===== src/hdl/fixflo_pkg.sv =====
//======================================================================
// fixflo shared definitions
//======================================================================
`default_nettype none

package fixflo_pkg;

  // operand and fixed-point format
  localparam int DATA_W = 16;
  localparam int FRAC_W = 8;   // 8.8 unsigned

  // binary16 fields
  localparam int MAN_W    = 10;
  localparam int EXP_W    = 5;
  localparam int EXP_BIAS = 15;
  localparam int EXP_MAX  = 31;
  localparam logic [DATA_W-1:0] QNAN = 16'h7E00;

  // register map, word addresses
  localparam int ADR_W = 3;
  localparam logic [ADR_W-1:0] REG_A      = 3'd0;
  localparam logic [ADR_W-1:0] REG_B      = 3'd1;
  localparam logic [ADR_W-1:0] REG_CTRL   = 3'd2; // write only, launches
  localparam logic [ADR_W-1:0] REG_RESULT = 3'd3;
  localparam logic [ADR_W-1:0] REG_STATUS = 3'd4;

  // status word layout
  localparam int STAT_FLAGS_LSB = 0;
  localparam int STAT_DONE      = 8;

  typedef enum logic [1:0] {
    OP_FIX_ADD = 2'd0,
    OP_FIX_MUL = 2'd1,
    OP_FLT_MUL = 2'd2
  } op_e;  // 3 is not a valid opcode

  typedef struct packed {
    logic overflow;
    logic zero;
    logic nan;
    logic prec_lost;
  } flags_t;

endpackage

`default_nettype wire


===== src/hdl/op_if.sv =====
//======================================================================
// operation request channel
//======================================================================
`timescale 1ns/1ps
`default_nettype none

interface op_if;
  logic                            start;   // one cycle pulse
  fixflo_pkg::op_e                 opcode;
  logic [fixflo_pkg::DATA_W-1:0]   a;
  logic [fixflo_pkg::DATA_W-1:0]   b;

  // bus side
  modport issuer   (output start, opcode, a, b);
  // arithmetic side
  modport executor (input  start, opcode, a, b);
endinterface

`default_nettype wire


===== src/hdl/arith_unit.sv =====
//======================================================================
// fixflo arithmetic stage
//======================================================================
`timescale 1ns/1ps
`default_nettype none

module arith_unit (
  input  logic                          clk,
  input  logic                          reset,
  op_if.executor                        op,
  output logic                          res_valid,
  output logic [fixflo_pkg::DATA_W-1:0] res_data,
  output fixflo_pkg::flags_t            res_flags
);

  logic [fixflo_pkg::DATA_W:0]     add_full;   // carry in msb
  logic [2*fixflo_pkg::DATA_W-1:0] mul_full;
  logic [fixflo_pkg::DATA_W-1:0]   flt_prod;
  fixflo_pkg::flags_t              flt_flags;
  logic [fixflo_pkg::DATA_W-1:0]   nxt_data;
  fixflo_pkg::flags_t              nxt_flags;

  float_mul u_float_mul (
    .a       (op.a),
    .b       (op.b),
    .product (flt_prod),
    .flags   (flt_flags)
  );

  assign add_full = {1'b0, op.a} + {1'b0, op.b};
  assign mul_full = op.a * op.b;

  always_comb
  begin
    nxt_flags = '0;
    case (op.opcode)
      fixflo_pkg::OP_FIX_ADD:
      begin
        nxt_data           = add_full[fixflo_pkg::DATA_W-1:0];
        nxt_flags.overflow = add_full[fixflo_pkg::DATA_W];
        nxt_flags.zero     = (nxt_data == '0);
      end
      fixflo_pkg::OP_FIX_MUL:
      begin
        // middle 16 bits keep the 8.8 point
        nxt_data            = mul_full[fixflo_pkg::FRAC_W +: fixflo_pkg::DATA_W];
        nxt_flags.overflow  = |mul_full[2*fixflo_pkg::DATA_W-1 :
                                        fixflo_pkg::DATA_W+fixflo_pkg::FRAC_W];
        nxt_flags.prec_lost = |mul_full[fixflo_pkg::FRAC_W-1:0];
        nxt_flags.zero      = (nxt_data == '0);
      end
      fixflo_pkg::OP_FLT_MUL:
      begin
        nxt_data  = flt_prod;
        nxt_flags = flt_flags;
      end
      default: nxt_data = '0;
    endcase
  end

  always_ff @(posedge clk)
  begin
    if (reset)
    begin
      res_valid <= 1'b0;
      res_data  <= '0;
      res_flags <= '0;
    end
    else
    begin
      res_valid <= op.start;
      if (op.start)
      begin
        res_data  <= nxt_data;
        res_flags <= nxt_flags;
      end
    end
  end

endmodule

`default_nettype wire


===== src/hdl/fixflo_top.sv =====
//======================================================================
// fixflo arithmetic peripheral
//======================================================================
`timescale 1ns/1ps
`default_nettype none

module fixflo_top (
  input  logic                          clk,
  input  logic                          reset,
  input  logic                          wb_cyc,
  input  logic                          wb_stb,
  input  logic                          wb_we,
  input  logic [fixflo_pkg::ADR_W-1:0]  wb_adr,
  input  logic [fixflo_pkg::DATA_W-1:0] wb_dat_i,
  output logic [fixflo_pkg::DATA_W-1:0] wb_dat_o,
  output logic                          wb_ack
);

  op_if op_bus ();

  logic                          res_valid;
  logic [fixflo_pkg::DATA_W-1:0] res_data;
  fixflo_pkg::flags_t            res_flags;
  logic [fixflo_pkg::DATA_W-1:0] res_word;
  fixflo_pkg::flags_t            stored_flags;
  logic                          done;
  logic                          rd_result;

  wb_op_regs u_wb_op_regs (
    .clk       (clk),
    .reset     (reset),
    .wb_cyc    (wb_cyc),
    .wb_stb    (wb_stb),
    .wb_we     (wb_we),
    .wb_adr    (wb_adr),
    .wb_dat_i  (wb_dat_i),
    .wb_dat_o  (wb_dat_o),
    .wb_ack    (wb_ack),
    .op        (op_bus.issuer),
    .res_word  (res_word),
    .res_flags (stored_flags),
    .done      (done),
    .rd_result (rd_result)
  );

  arith_unit u_arith_unit (
    .clk       (clk),
    .reset     (reset),
    .op        (op_bus.executor),
    .res_valid (res_valid),
    .res_data  (res_data),
    .res_flags (res_flags)
  );

  result_regs u_result_regs (
    .clk       (clk),
    .reset     (reset),
    .res_valid (res_valid),
    .res_data  (res_data),
    .res_flags (res_flags),
    .rd_result (rd_result),
    .res_word  (res_word),
    .flags     (stored_flags),
    .done      (done)
  );

endmodule

`default_nettype wire


===== src/hdl/float_mul.sv =====
//======================================================================
// binary16 multiplier, truncating
//======================================================================
`timescale 1ns/1ps
`default_nettype none

module float_mul (
  input  logic [fixflo_pkg::DATA_W-1:0] a,
  input  logic [fixflo_pkg::DATA_W-1:0] b,
  output logic [fixflo_pkg::DATA_W-1:0] product,
  output fixflo_pkg::flags_t            flags
);

  logic                          sa, sb, sr;
  logic [fixflo_pkg::EXP_W-1:0]  ea, eb;
  logic [fixflo_pkg::MAN_W-1:0]  fa, fb;
  logic                          a_zero, b_zero;
  logic                          a_inf, b_inf;
  logic                          a_nan, b_nan;
  logic [2*fixflo_pkg::MAN_W+1:0] sig_prod;  // 11 x 11 bits
  logic                          norm;
  logic [fixflo_pkg::MAN_W-1:0]  mant;
  logic                          lost;
  logic [fixflo_pkg::EXP_W:0]    exp_raw;   // still carries both biases
  logic [fixflo_pkg::EXP_W:0]    exp_unb;

  assign {sa, ea, fa} = a;
  assign {sb, eb, fb} = b;
  assign sr = sa ^ sb;

  // subnormals are taken as zero
  assign a_zero = (ea == '0);
  assign b_zero = (eb == '0);
  assign a_inf  = (ea == fixflo_pkg::EXP_MAX) && (fa == '0);
  assign b_inf  = (eb == fixflo_pkg::EXP_MAX) && (fb == '0);
  assign a_nan  = (ea == fixflo_pkg::EXP_MAX) && (fa != '0);
  assign b_nan  = (eb == fixflo_pkg::EXP_MAX) && (fb != '0);

  assign sig_prod = {1'b1, fa} * {1'b1, fb};
  assign norm     = sig_prod[2*fixflo_pkg::MAN_W+1]; // product in [2,4)

  // one place of normalisation at most
  assign mant = norm ? sig_prod[2*fixflo_pkg::MAN_W -: fixflo_pkg::MAN_W]
                     : sig_prod[2*fixflo_pkg::MAN_W-1 -: fixflo_pkg::MAN_W];
  assign lost = norm ? |sig_prod[fixflo_pkg::MAN_W:0]
                     : |sig_prod[fixflo_pkg::MAN_W-1:0];

  assign exp_raw = {1'b0, ea} + {1'b0, eb} + {{fixflo_pkg::EXP_W{1'b0}}, norm};
  assign exp_unb = exp_raw - (fixflo_pkg::EXP_W+1)'(fixflo_pkg::EXP_BIAS);

  always_comb
  begin
    flags = '0;
    if (a_nan || b_nan || (a_inf && b_zero) || (b_inf && a_zero))
    begin
      product   = fixflo_pkg::QNAN;
      flags.nan = 1'b1;
    end
    else if (a_inf || b_inf)
    begin
      product        = {sr, {fixflo_pkg::EXP_W{1'b1}}, {fixflo_pkg::MAN_W{1'b0}}};
      flags.overflow = 1'b1;
    end
    else if (a_zero || b_zero)
    begin
      product    = {sr, {(fixflo_pkg::DATA_W-1){1'b0}}};
      flags.zero = 1'b1;
    end
    else if (exp_raw >= fixflo_pkg::EXP_MAX + fixflo_pkg::EXP_BIAS)
    begin
      product        = {sr, {fixflo_pkg::EXP_W{1'b1}}, {fixflo_pkg::MAN_W{1'b0}}};
      flags.overflow = 1'b1;
    end
    else if (exp_raw < 1 + fixflo_pkg::EXP_BIAS)
    begin
      // flush, no subnormal results
      product         = {sr, {(fixflo_pkg::DATA_W-1){1'b0}}};
      flags.zero      = 1'b1;
      flags.prec_lost = 1'b1;
    end
    else
    begin
      product         = {sr, exp_unb[fixflo_pkg::EXP_W-1:0], mant};
      flags.prec_lost = lost;
    end
  end

endmodule

`default_nettype wire


===== src/hdl/result_regs.sv =====
//======================================================================
// fixflo result holding registers
//======================================================================
`timescale 1ns/1ps
`default_nettype none

module result_regs (
  input  logic                          clk,
  input  logic                          reset,
  input  logic                          res_valid,
  input  logic [fixflo_pkg::DATA_W-1:0] res_data,
  input  fixflo_pkg::flags_t            res_flags,
  input  logic                          rd_result,
  output logic [fixflo_pkg::DATA_W-1:0] res_word,
  output fixflo_pkg::flags_t            flags,
  output logic                          done
);

  always_ff @(posedge clk)
  begin
    if (reset)
    begin
      res_word <= '0;
      flags    <= '0;
      done     <= 1'b0;
    end
    else
    begin
      if (res_valid)
      begin
        res_word <= res_data;   // newest result overwrites
        flags    <= res_flags;
        done     <= 1'b1;
      end
      else if (rd_result)
        done <= 1'b0;           // new result beats the clear
    end
  end

endmodule

`default_nettype wire


===== src/hdl/wb_op_regs.sv =====
//======================================================================
// fixflo wishbone register slave
//======================================================================
`timescale 1ns/1ps
`default_nettype none

module wb_op_regs (
  input  logic                            clk,
  input  logic                            reset,
  input  logic                            wb_cyc,
  input  logic                            wb_stb,
  input  logic                            wb_we,
  input  logic [fixflo_pkg::ADR_W-1:0]    wb_adr,
  input  logic [fixflo_pkg::DATA_W-1:0]   wb_dat_i,
  output logic [fixflo_pkg::DATA_W-1:0]   wb_dat_o,
  output logic                            wb_ack,
  op_if.issuer                            op,
  input  logic [fixflo_pkg::DATA_W-1:0]   res_word,
  input  fixflo_pkg::flags_t              res_flags,
  input  logic                            done,
  output logic                            rd_result
);

  logic                          req;
  logic                          acc;       // request being accepted this edge
  logic [fixflo_pkg::DATA_W-1:0] reg_a;
  logic [fixflo_pkg::DATA_W-1:0] reg_b;
  logic [fixflo_pkg::DATA_W-1:0] status;
  logic [fixflo_pkg::DATA_W-1:0] rd_mux;

  assign req = wb_cyc & wb_stb;
  assign acc = req & ~wb_ack;   // ack only on a fresh request

  // done clears on the same edge that acks the read
  assign rd_result = acc & ~wb_we & (wb_adr == fixflo_pkg::REG_RESULT);

  assign op.a = reg_a;
  assign op.b = reg_b;

  always_comb
  begin
    status = '0;
    status[fixflo_pkg::STAT_FLAGS_LSB +: 4] = res_flags;
    status[fixflo_pkg::STAT_DONE]           = done;
  end

  always_comb
  begin
    case (wb_adr)
      fixflo_pkg::REG_A:      rd_mux = reg_a;
      fixflo_pkg::REG_B:      rd_mux = reg_b;
      fixflo_pkg::REG_RESULT: rd_mux = res_word;
      fixflo_pkg::REG_STATUS: rd_mux = status;
      default:                rd_mux = '0;   // ctrl reads as zero
    endcase
  end

  always_ff @(posedge clk)
  begin
    if (reset)
    begin
      wb_ack    <= 1'b0;
      wb_dat_o  <= '0;
      reg_a     <= '0;
      reg_b     <= '0;
      op.start  <= 1'b0;
      op.opcode <= fixflo_pkg::OP_FIX_ADD;
    end
    else
    begin
      wb_ack   <= acc;
      op.start <= 1'b0;
      if (acc && !wb_we)
        wb_dat_o <= rd_mux;
      if (acc && wb_we)
      begin
        case (wb_adr)
          fixflo_pkg::REG_A: reg_a <= wb_dat_i;
          fixflo_pkg::REG_B: reg_b <= wb_dat_i;
          fixflo_pkg::REG_CTRL:
            if (wb_dat_i[1:0] != 2'd3) // opcode 3 is dropped
            begin
              op.start  <= 1'b1;
              op.opcode <= fixflo_pkg::op_e'(wb_dat_i[1:0]);
            end
          default: ;
        endcase
      end
    end
  end

endmodule

`default_nettype wire


===== config.mk =====
export PLATFORM = sky130hd
export DESIGN_NAME = fixflo_top
export DESIGN_NICKNAME = d
export VERILOG_FILES = /design/src/hdl/fixflo_pkg.sv /design/src/hdl/op_if.sv /design/src/hdl/arith_unit.sv /design/src/hdl/fixflo_top.sv /design/src/hdl/float_mul.sv /design/src/hdl/result_regs.sv /design/src/hdl/wb_op_regs.sv
export SDC_FILE = /design/constraint.sdc
export NUM_CORES = 1
export LEC_CHECK = 0
export BUFFER_PORTS_ARGS = -buffer_cell sky130_fd_sc_hd__buf_2
export CORE_ASPECT_RATIO = 1.1
export CORE_MARGIN = 3
export CORE_UTILIZATION = 43
export DETAILED_ROUTE_END_ITERATION = 8
export GPL_ROUTABILITY_DRIVEN = 0
export SLEW_MARGIN = 20
export SYNTH_ARGS = -nofsm -noshare
export SYNTH_HDL_FRONTEND = slang
export SYNTH_SLANG_ARGS = --single-unit

===== constraint.sdc =====
create_clock -name clk -period 7.3 [get_ports clk]
set_input_delay 1.46 -clock clk [delete_from_list [all_inputs] [get_ports clk]]
set_output_delay 1.46 -clock clk [all_outputs]
set_load 0.005 [all_outputs]

# == Word-level counts from Yosys, hierarchy flattened ==
# Index checks and enable logic that the tools add are counted.
# Widths: inputs -> output; s select.
# word_totals
regBits,94
inputBits,24
out_inout_bits,17
elab_cells,106
# classes
addsub,4
n_mul,2
n_lt_le_gt_ge,2
n_eq_ne,9
n_mux,29
n_bitwise,9
reduce_logical,33
# ops
op,count
$pmux 16 s4,1
$mux 15,4
$pmux 16 s3,1
$logic_not 16->1,2
$mul 16x16->32,1
$mul 11x11->22,1
$logic_not 10->1,2
$reduce_bool 10->1,2
$mux 1,18
$add 16x16->17,1
$mux 16,1
$reduce_or 8->1,2
$reduce_or 11->1,1
$eq 5x5->1 const B,2
$logic_not 5->1,2
$mux 10,1
$reduce_or 10->1,1
$logic_and 1x1->1,8
$add 5x5->6,1
$add 6x1->6,1
$eq 3x2->1 const B,2
$ge 6x6->1 const B,1
$lt 6x5->1 const B,1
$pmux 2 s3,1
19 further kinds,30

# == Logic depth before layout (Yosys ltp) ==
# Gate-level depths: netlist of run 1.
# logic_depth
word_depth,9
mapped_depth,36
depth_no_buf,33

# == Hierarchy ==
# Synthesis of run 1 repeated with hierarchy kept, for this count alone.
# hier_totals
hier_cells,2166
area_unflattened_um2,18552.8
# by_module_without_submodules
mod,instances,cells_per_inst,area_per_inst_um2,seq_area_each_um2
arith_unit,1,1248,10551.4,420.4
float_mul,1,612,4837.1,0.0
wb_op_regs,1,237,2394.8,1041.0
result_regs,1,69,769.5,420.4

# == Worst setup path after synthesis of run 1 ==
# Ideal clock, no wire load.
# synth_timing
kind,register -> register
from,reg u_wb_op_regs.reg_a (netlist bit u_wb_op_regs.op.a[7])
to,reg u_arith_unit.res_data[1] (netlist bit)
setup_time_ps,60
arrival_ps,7847
t_required_ps,7240
setup_slack_ps,-608
stages_incl_launch_ff,36
n_path_buf,4
synth_period_minus_slack_ps,7908
cell_sequence,dfxtp_1 clkbuf_1 clkbuf_1 nand2_1 inv_1 fa_1 fa_1 inv_1 fa_1 inv_1 fa_1 inv_1 fa_1 inv_1 ha_1 or3_1 o21a_1 o31ai_1 a211oi_1 a211oi_1 buf_2 inv_1 fa_1 fa_1 inv_1 ha_1 nor2b_1 nor3_1 mux2i_1 a21oi_1 nor3_1 and2_1 clkbuf_1 nand2_1 o211ai_1 a22o_1
# synth_between
elab_chain_len,9
# synth_rtl
item,line,text
start: declaration,wb_op_regs.sv:26,logic [fixflo_pkg::DATA_W-1:0] reg_a;
start signal: assignment,wb_op_regs.sv:78,fixflo_pkg::REG_A: reg_a <= wb_dat_i;
$mul 11x11->22,float_mul.sv:39,"assign sig_prod = {1'b1, fa} * {1'b1, fb};"
$add 6x1->6,float_mul.sv:48,"assign exp_raw = {1'b0, ea} + {1'b0, eb} + {{fixflo_pkg::EXP_W{1'b0}}, norm};"
$lt 6x5->1,float_mul.sv:74,else if (exp_raw < 1 + fixflo_pkg::EXP_BIAS)
$mux 15,float_mul.sv:74,
$mux 15,float_mul.sv:69,else if (exp_raw >= fixflo_pkg::EXP_MAX + fixflo_pkg::EXP_BIAS)
$mux 15,float_mul.sv:64,else if (a_zero || b_zero)
$mux 15,float_mul.sv:59,else if (a_inf || b_inf)
$mux 16,float_mul.sv:54,if (a_nan || b_nan || (a_inf && b_zero) || (b_inf && a_zero))
$pmux 16 s3 *,arith_unit.sv:36,case (op.opcode)
end signal: assignment,arith_unit.sv:74,res_data <= nxt_data;
end: declaration,arith_unit.sv:12,"output logic [fixflo_pkg::DATA_W-1:0] res_data,"
# Every way passes the cells marked *; elsewhere a longest branch is shown, timed or not.
# A chain may end at the register's enable or synchronous reset.

# == Final worst setup path of run 1 ==
# layout_timing
from,reg u_wb_op_regs.reg_b (netlist bit u_wb_op_regs.op.b[3])
to,reg u_arith_unit.res_data[11] (netlist bit)
# layout_between
elab_chain_len,9
# layout_rtl
item,line,text
start: declaration,wb_op_regs.sv:27,logic [fixflo_pkg::DATA_W-1:0] reg_b;
start signal: assignment,wb_op_regs.sv:79,fixflo_pkg::REG_B: reg_b <= wb_dat_i;
$mul 11x11->22,float_mul.sv:39,
$add 6x1->6,float_mul.sv:48,
$sub 5x4->5 or $lt 6x5->1 (tied branches),"float_mul.sv:49, float_mul.sv:74",
$mux 15,float_mul.sv:74,
$mux 15,float_mul.sv:69,
$mux 15,float_mul.sv:64,
$mux 15,float_mul.sv:59,
$mux 16,float_mul.sv:54,
$pmux 16 s3 *,arith_unit.sv:36,
# Marks and branches as above.

==> results of run 1 <==
-- stage by stage --
stage / setup slack (ns) / hold slack (ns) / instances
floorplan: -0.0986 / 0.425 / 2097
global placement: -0.176 / 0.452 / 2709
detailed placement: -0.305 / 0.457 / 2709
CTS: -0.0267 / 0.468 / 2740
global route: -0.401 / 0.483 / 2747
finish: -0.123 / 0.461 / 2747
-- cell usage in the layout, fill, tap and decap left out, drive strengths merged, types with 19 or more instances in the layout --
cell	n
a21oi	90
and2	103
buf	213
dfxtp	94
fa	277
ha	183
inv	422
mux2i	48
nand2	207
nand3	21
nor2	175
nor3	23
o211ai	21
o21a	19
o21ai	61
xnor2	32
-- power groups by stage --
stage | clock, mW | combinational, mW | sequential, mW
final | 0.477 | 0.0812 | 0.518
after detailed placement | 0 | 0.0775 | 0.531
after global routing | 0.503 | 0.0867 | 0.518
after floorplan | 0 | 0.0424 | 0.529
after CTS | 0.482 | 0.0785 | 0.518
after global placement | 0 | 0.0774 | 0.531
-- area by class of cell --
cell class              count  area [µm²]
clock buffers               9         225
clock inverters             7        68.8
fillers                  3916       20300
inverters                 424        1600
multi-input cells        1487       14000
flip-flops and latches     94        1900
well taps                 513         642
repair buffers            213        1540
-- synth_stat cells (7+ instances only) --
cell type | n | area share
clkbuf_1 | 84 | 0.018
a211oi_1 | 10 | 0.0043
o211ai_1 | 21 | 0.0090
nor4_1 | 10 | 0.0036
nor2_1 | 174 | 0.037
a21oi_1 | 90 | 0.026
ha_1 | 183 | 0.13
xor2_1 | 14 | 0.0070
o21ai_0 | 60 | 0.017
o22ai_1 | 7 | 0.0025
or2_2 | 9 | 0.0032
nand2_1 | 207 | 0.044
nor2b_1 | 14 | 0.0050
nor3_1 | 23 | 0.0065
a22oi_1 | 16 | 0.0068
fa_1 | 277 | 0.32
nand3_1 | 21 | 0.0060
o21a_1 | 19 | 0.0081
xnor2_1 | 32 | 0.016
o31a_1 | 7 | 0.0035
a21o_1 | 16 | 0.0068
and2_1 | 102 | 0.036
inv_1 | 418 | 0.089
mux2i_1 | 48 | 0.027
a222oi_1 | 8 | 0.0046
mux2_2 | 16 | 0.010
and3_1 | 7 | 0.0025
nand2b_1 | 10 | 0.0036
a31oi_1 | 9 | 0.0032
dfxtp_1 | 94 | 0.11
-- what timing repair did --
| item | CTS | global route |
|---|---|---|
| setup buffers | 15 | 7 |
| hold endpoints to repair | 0 | 0 |
| pin swaps | 19 | 21 |
| hold buffers | 0 | 0 |
| resized for setup | 31 | 39 |
| setup endpoints to repair | 18 | 18 |
-- cell families (layout without fill, tap and decap cells) --
group           after synthesis  in the layout
flops                        94             94
mux                          64             64
fa+ha+maj                   460            460
xor+xnor                     46             46
compound gates              308            308
simple gates                609            609
buf+inv                     516            653
-- routing by layer --
metal  global-route usage  part of all wire
met5                    0           0.00031
met4               0.0883             0.043
met3               0.0250             0.056
met2                0.448              0.49
met1                0.337              0.41
-- sequential cells by signal, indices dropped and copies added (netlist names), 2 cells and up --
name and count:
u_arith_unit.res_data 16, u_result_regs.flags 4, u_wb_op_regs.op.b 16, u_wb_op_regs.op.opcode 2, u_wb_op_regs.op.a 16, u_result_regs.res_word 16
u_wb_op_regs.wb_dat_o 16, u_arith_unit.res_flags 4
-- path summary, 6_finish.rpt --
| path | start | end | slack [ns] | depth (start not counted) |
|---|---|---|---|---|
| max | u_wb_op_regs.op.b[3] | u_arith_unit.res_data[11] | -0.12 | 31 |
| min | u_arith_unit.res_data[2] | u_arith_unit.res_data[2] | 0.46 | 2 |
| max reg2reg | u_wb_op_regs.op.b[3] | u_arith_unit.res_data[11] | -0.12 | 31 |
| min reg2reg | u_arith_unit.res_data[2] | u_arith_unit.res_data[2] | 0.46 | 2 |
-- worst max-delay path, delay by kind of cell, from the launching register on --
family	cells	cell delay, ns
flops	1	0.37
fa+ha+maj	9	3.89
simple gates	4	0.45
mux	1	0.19
buf+inv	8	0.83
compound gates	9	1.55
==> metrics.cfg, run 1 <==
[cells_and_area]
syn_to_final_growth_pct = 13.7
fin_area_um2 = 20000
utilization = 0.496
n_antenna_cell = 0
fin_nets = 2713
drive_above_1_share = 0.148

[pwr]
p_comb_frac = 0.075
p_int_uw = 780
fin_total_pwr_mw = 1.08
switching_share = 0.275
p_switching_uw = 296
pwr-share-clk = 0.444
powerDensity_nw_per_um2 = 53.8
seq_power_share = 0.481
leakage_nw = 9.81
ir_drop_mv = 0.109

[synthesis]
synthCells = 2097
synth_xor_area_frac = 0.0229
syn_nets = 2581
ys_seq_elements = 94
yosys.area_share.simple = 0.162
synth-edff-count = 0
syn_area_um2 = 17600
synth_top_family_by_area = adder cells
async_flop_share = 0
ys.warnings.count = 0
ys_types = 70
synthFlopType = dfxtp_1
syn_area_per_cell_um2 = 8.38
yosysSeqAreaShare = 0.107
synth_compound_area_frac = 0.115
muxShareOfSynthArea = 0.0376
synthAdderAreaFrac = 0.446

[grt]
grt_pass1_vias = 15457
track_usage = 0.258
grt_pass1_wl_um = 86700
grt_max_degree = 81
grt_overflow = 0
antenna_found_initial = 1

[timing]
period_needed_ns = 7.42
worstMarginPinSlew_ns = 1.01
rsz0062_at_grt = true
fin_crit_sh = 1.02
finalSetupViolCount = 8
setup_tns_ns = -0.422
hold_viol_final = 0
clock_skew_ns = 0.0121
max_freq_ghz = 0.135
maxSlewViolCount = 0
setup_slack_ns = -0.123
timing.slew.headroom = 0.322

[clock_network]
clk_pin_slew_ns = 0.07
clock_path_buffers = 2
clk_latency_ns = 0.36
cts_tree = yes
cts_root_buf = clkbuf_16
cts-htree-levels = 3
clock-sinks = 94
cts_buffers = 9

[routing]
drtIter0Drc = 1152
drt-total-wl_um = 55300
firstDrtPassIters = 6
avgViaCountPerCell = 5.48
vias = 15059
drtAntennaViolNets = 0
wire_per_inst_um = 20.1
drcViolationCount = 0

[flow_run]
cap_violations = 0

[placement]
dp_hpwl_um = 46200
placed_area_um2 = 19300
port-buffer-count = 40

[floorplan]
io_pins = 41
die_area_um2 = 43300
die_x_um = 199
rows = 77
die_h_um = 218
coreArea_um2 = 40300
initial_utilization = 0.437

[worst_hold_path]
holdCritPathClass = reg2reg

[setup_path]
crit_path_start_kind = flop
cpPeakStageDelay_ns = 0.60
path_class = reg2reg
path_common_cell = fa_1
cp_max_fo = 11
crit_arrival_ns = 7.65
cp_slowest_cell = fa_2
cp.required_ns = 7.53
end_kind = flop

[run_status]
status = finished with violations
violations = negative setup slack

Note: power is estimated with default switching activity, not from simulation.
==> run 2, diff against run 1 <==
- RECOVER_POWER: unset -> 100
==> run 2 against run 1 <==
  * The run ends with max-capacitance violations, max-slew violations, negative setup slack left
  * First-iteration DRC count rose by 0.69%
  * Wire length about the same
  * Clock skew about the same
  * Largest cell class unchanged
  * Die area is the same
  * Largest power group unchanged
  * Core utilization down 0.059 points
  * Sequential power about the same
  * Fmax hardly changed
  * Critical path depth unchanged
  * Total power is essentially flat
  * Worst setup slack gained 0.0057 ns
  * Register-to-register slack barely moved
  * Global-route usage is the same
==> metrics.cfg, run 2 (same netlist as run 1, synthesis figures left out) <==
[run_status]
status = finished with violations
violations = max-capacitance violations, max-slew violations, negative setup slack

[timing]
fin_crit_sh = 1.02  ; about the same
setup_slack_ns = -0.117  ; +0.00573 ns
period_needed_ns = 7.42  ; -0.00573 ns
rsz0062_at_grt = true
timing.slew.headroom = -0.154  ; -0.476
worstMarginPinSlew_ns = 1.73  ; +0.717 ns
clock_skew_ns = 0.0122  ; +0.000173 ns
hold_viol_final = 0  ; unchanged
maxSlewViolCount = 17  ; +17
finalSetupViolCount = 8  ; unchanged
setup_tns_ns = -0.340  ; +0.0820 ns
max_freq_ghz = 0.135  ; about the same

[cells_and_area]
fill_cells = 3918  ; +0.051%
n_antenna_cell = 0  ; unchanged
final_common_cell = inv_1
fin_nets = 2713  ; unchanged
final_cell_mix = inv_1 (409), fa_1 (274), nand2_1 (200)
syn_to_final_growth_pct = 13.6
drive_above_1_share = 0.141  ; -0.00627
fin_area_um2 = 20000  ; -0.12%

[floorplan]
coreArea_um2 = 40300  ; unchanged
die_area_um2 = 43300  ; unchanged
initial_utilization = 0.437  ; unchanged
rows = 77  ; unchanged
io_pins = 41  ; unchanged
die_x_um = 199  ; unchanged
die_h_um = 218  ; unchanged

[worst_hold_path]
holdCritPathClass = reg2reg

[routing]
wire_per_inst_um = 20.2  ; about the same
drtIter0Drc = 1160  ; +0.69%
firstDrtPassIters = 6  ; unchanged
vias = 15064  ; +0.033%
avgViaCountPerCell = 5.48  ; about the same
drtAntennaViolNets = 0  ; unchanged
drcViolationCount = 0  ; unchanged
drt-total-wl_um = 55400  ; about the same

[placement]
dp_hpwl_um = 46200  ; unchanged
placed_area_um2 = 19300  ; unchanged
port-buffer-count = 40  ; unchanged

[clock_network]
cts_root_buf = clkbuf_16
cts-hold-fix-buffers = 0  ; unchanged
clock_path_buffers = 2  ; unchanged
clk_latency_ns = 0.36  ; about the same
clk_pin_slew_ns = 0.07  ; about the same
cts_tree = yes
cts-htree-levels = 3  ; unchanged
clock-sinks = 94  ; unchanged
cts_buffers = 9  ; unchanged

[grt]
grt_pass1_wl_um = 86700  ; unchanged
track_usage = 0.258  ; unchanged
grt_overflow = 0  ; unchanged
grt_max_degree = 81  ; unchanged
antenna_found_initial = 1  ; unchanged
grt_pass1_vias = 15457  ; unchanged

[setup_path]
cp_max_fo = 11  ; unchanged
cp_slowest_cell = fa_2
path_class = reg2reg
end_kind = flop
crit_arrival_ns = 7.65  ; about the same
crit_path_start_kind = flop
cp.required_ns = 7.53  ; about the same
path_common_cell = fa_1
cpPeakStageDelay_ns = 0.60  ; about the same

[pwr]
leakage_nw = 9.75  ; -0.57%
ir_drop_mv = 0.110  ; +0.35%
powerDensity_nw_per_um2 = 53.9  ; +0.14%

[flow_run]
cap_violations = 1  ; +1

-- run 2: through the flow --
stage               setup slack [ns]  cells  hold WS, ns   util  power [mW]
detailed placement            -0.305   2709        0.457  0.480       0.609
CTS                          -0.0267   2740        0.468  0.492        1.08
finish                        -0.117   2747        0.463  0.496        1.08
global placement              -0.176   2709        0.452  0.480       0.608
global route                  -0.401   2747        0.483  0.496        1.11
floorplan                    -0.0986   2097        0.425      -       0.572
-- run 2: layer usage --
layer | share of wire | global-route usage | vias to the layer above
met5 | 0.00031 | 0 | -
met4 | 0.042 | 0.0883 | 2
met3 | 0.056 | 0.0250 | 115
met2 | 0.49 | 0.448 | 489
met1 | 0.41 | 0.337 | 7519
li1 | - | - | 6939
-- run 2: final cells by class --
cell class                      instances  area (µm²)  share of cell area
Clock buffer                            9         225              0.0113
Multi-Input combinational cell       1487       14000               0.701
Clock inverter                          7        68.8             0.00345
Sequential cell                        94        1900              0.0953
Timing Repair Buffer                  213        1520              0.0763
Tap cell                              513         642              0.0321
Inverter                              424        1600              0.0803
-- run 2: where the power goes --
group	leakage, nW	total, mW	internal, mW	switching [mW]
clock network	0.143	0.478	0.240	0.238
registers	0.764	0.518	0.514	0.00390
logic	8.85	0.0809	0.0258	0.0551
-- run 2: timing repair --
action                     in CTS  in global routing
setup buffers                  15                  7
pin swaps                      19                 21
gates cloned                    0                  0
setup endpoints to repair      18                 18
resized for setup              31                 39
-- run 2: path summary, 6_finish.rpt --
path / startpoint / end / slack, ns / depth (start not counted)
min reg2reg: u_arith_unit.res_data[0] / u_arith_unit.res_data[0] / 0.46 / 2
min: u_arith_unit.res_data[0] / u_arith_unit.res_data[0] / 0.46 / 2
max reg2reg: u_wb_op_regs.op.b[3] / u_arith_unit.res_data[11] / -0.12 / 31
max: u_wb_op_regs.op.b[3] / u_arith_unit.res_data[11] / -0.12 / 31
-- run 2: worst max-delay path: cells and delay by family (launching register included) --
kind | cells | cell delay, ns
compound gates | 9 | 1.55
fa+ha+maj | 9 | 3.89
buf+inv | 8 | 0.83
flops | 1 | 0.37
mux | 1 | 0.19
simple gates | 4 | 0.45
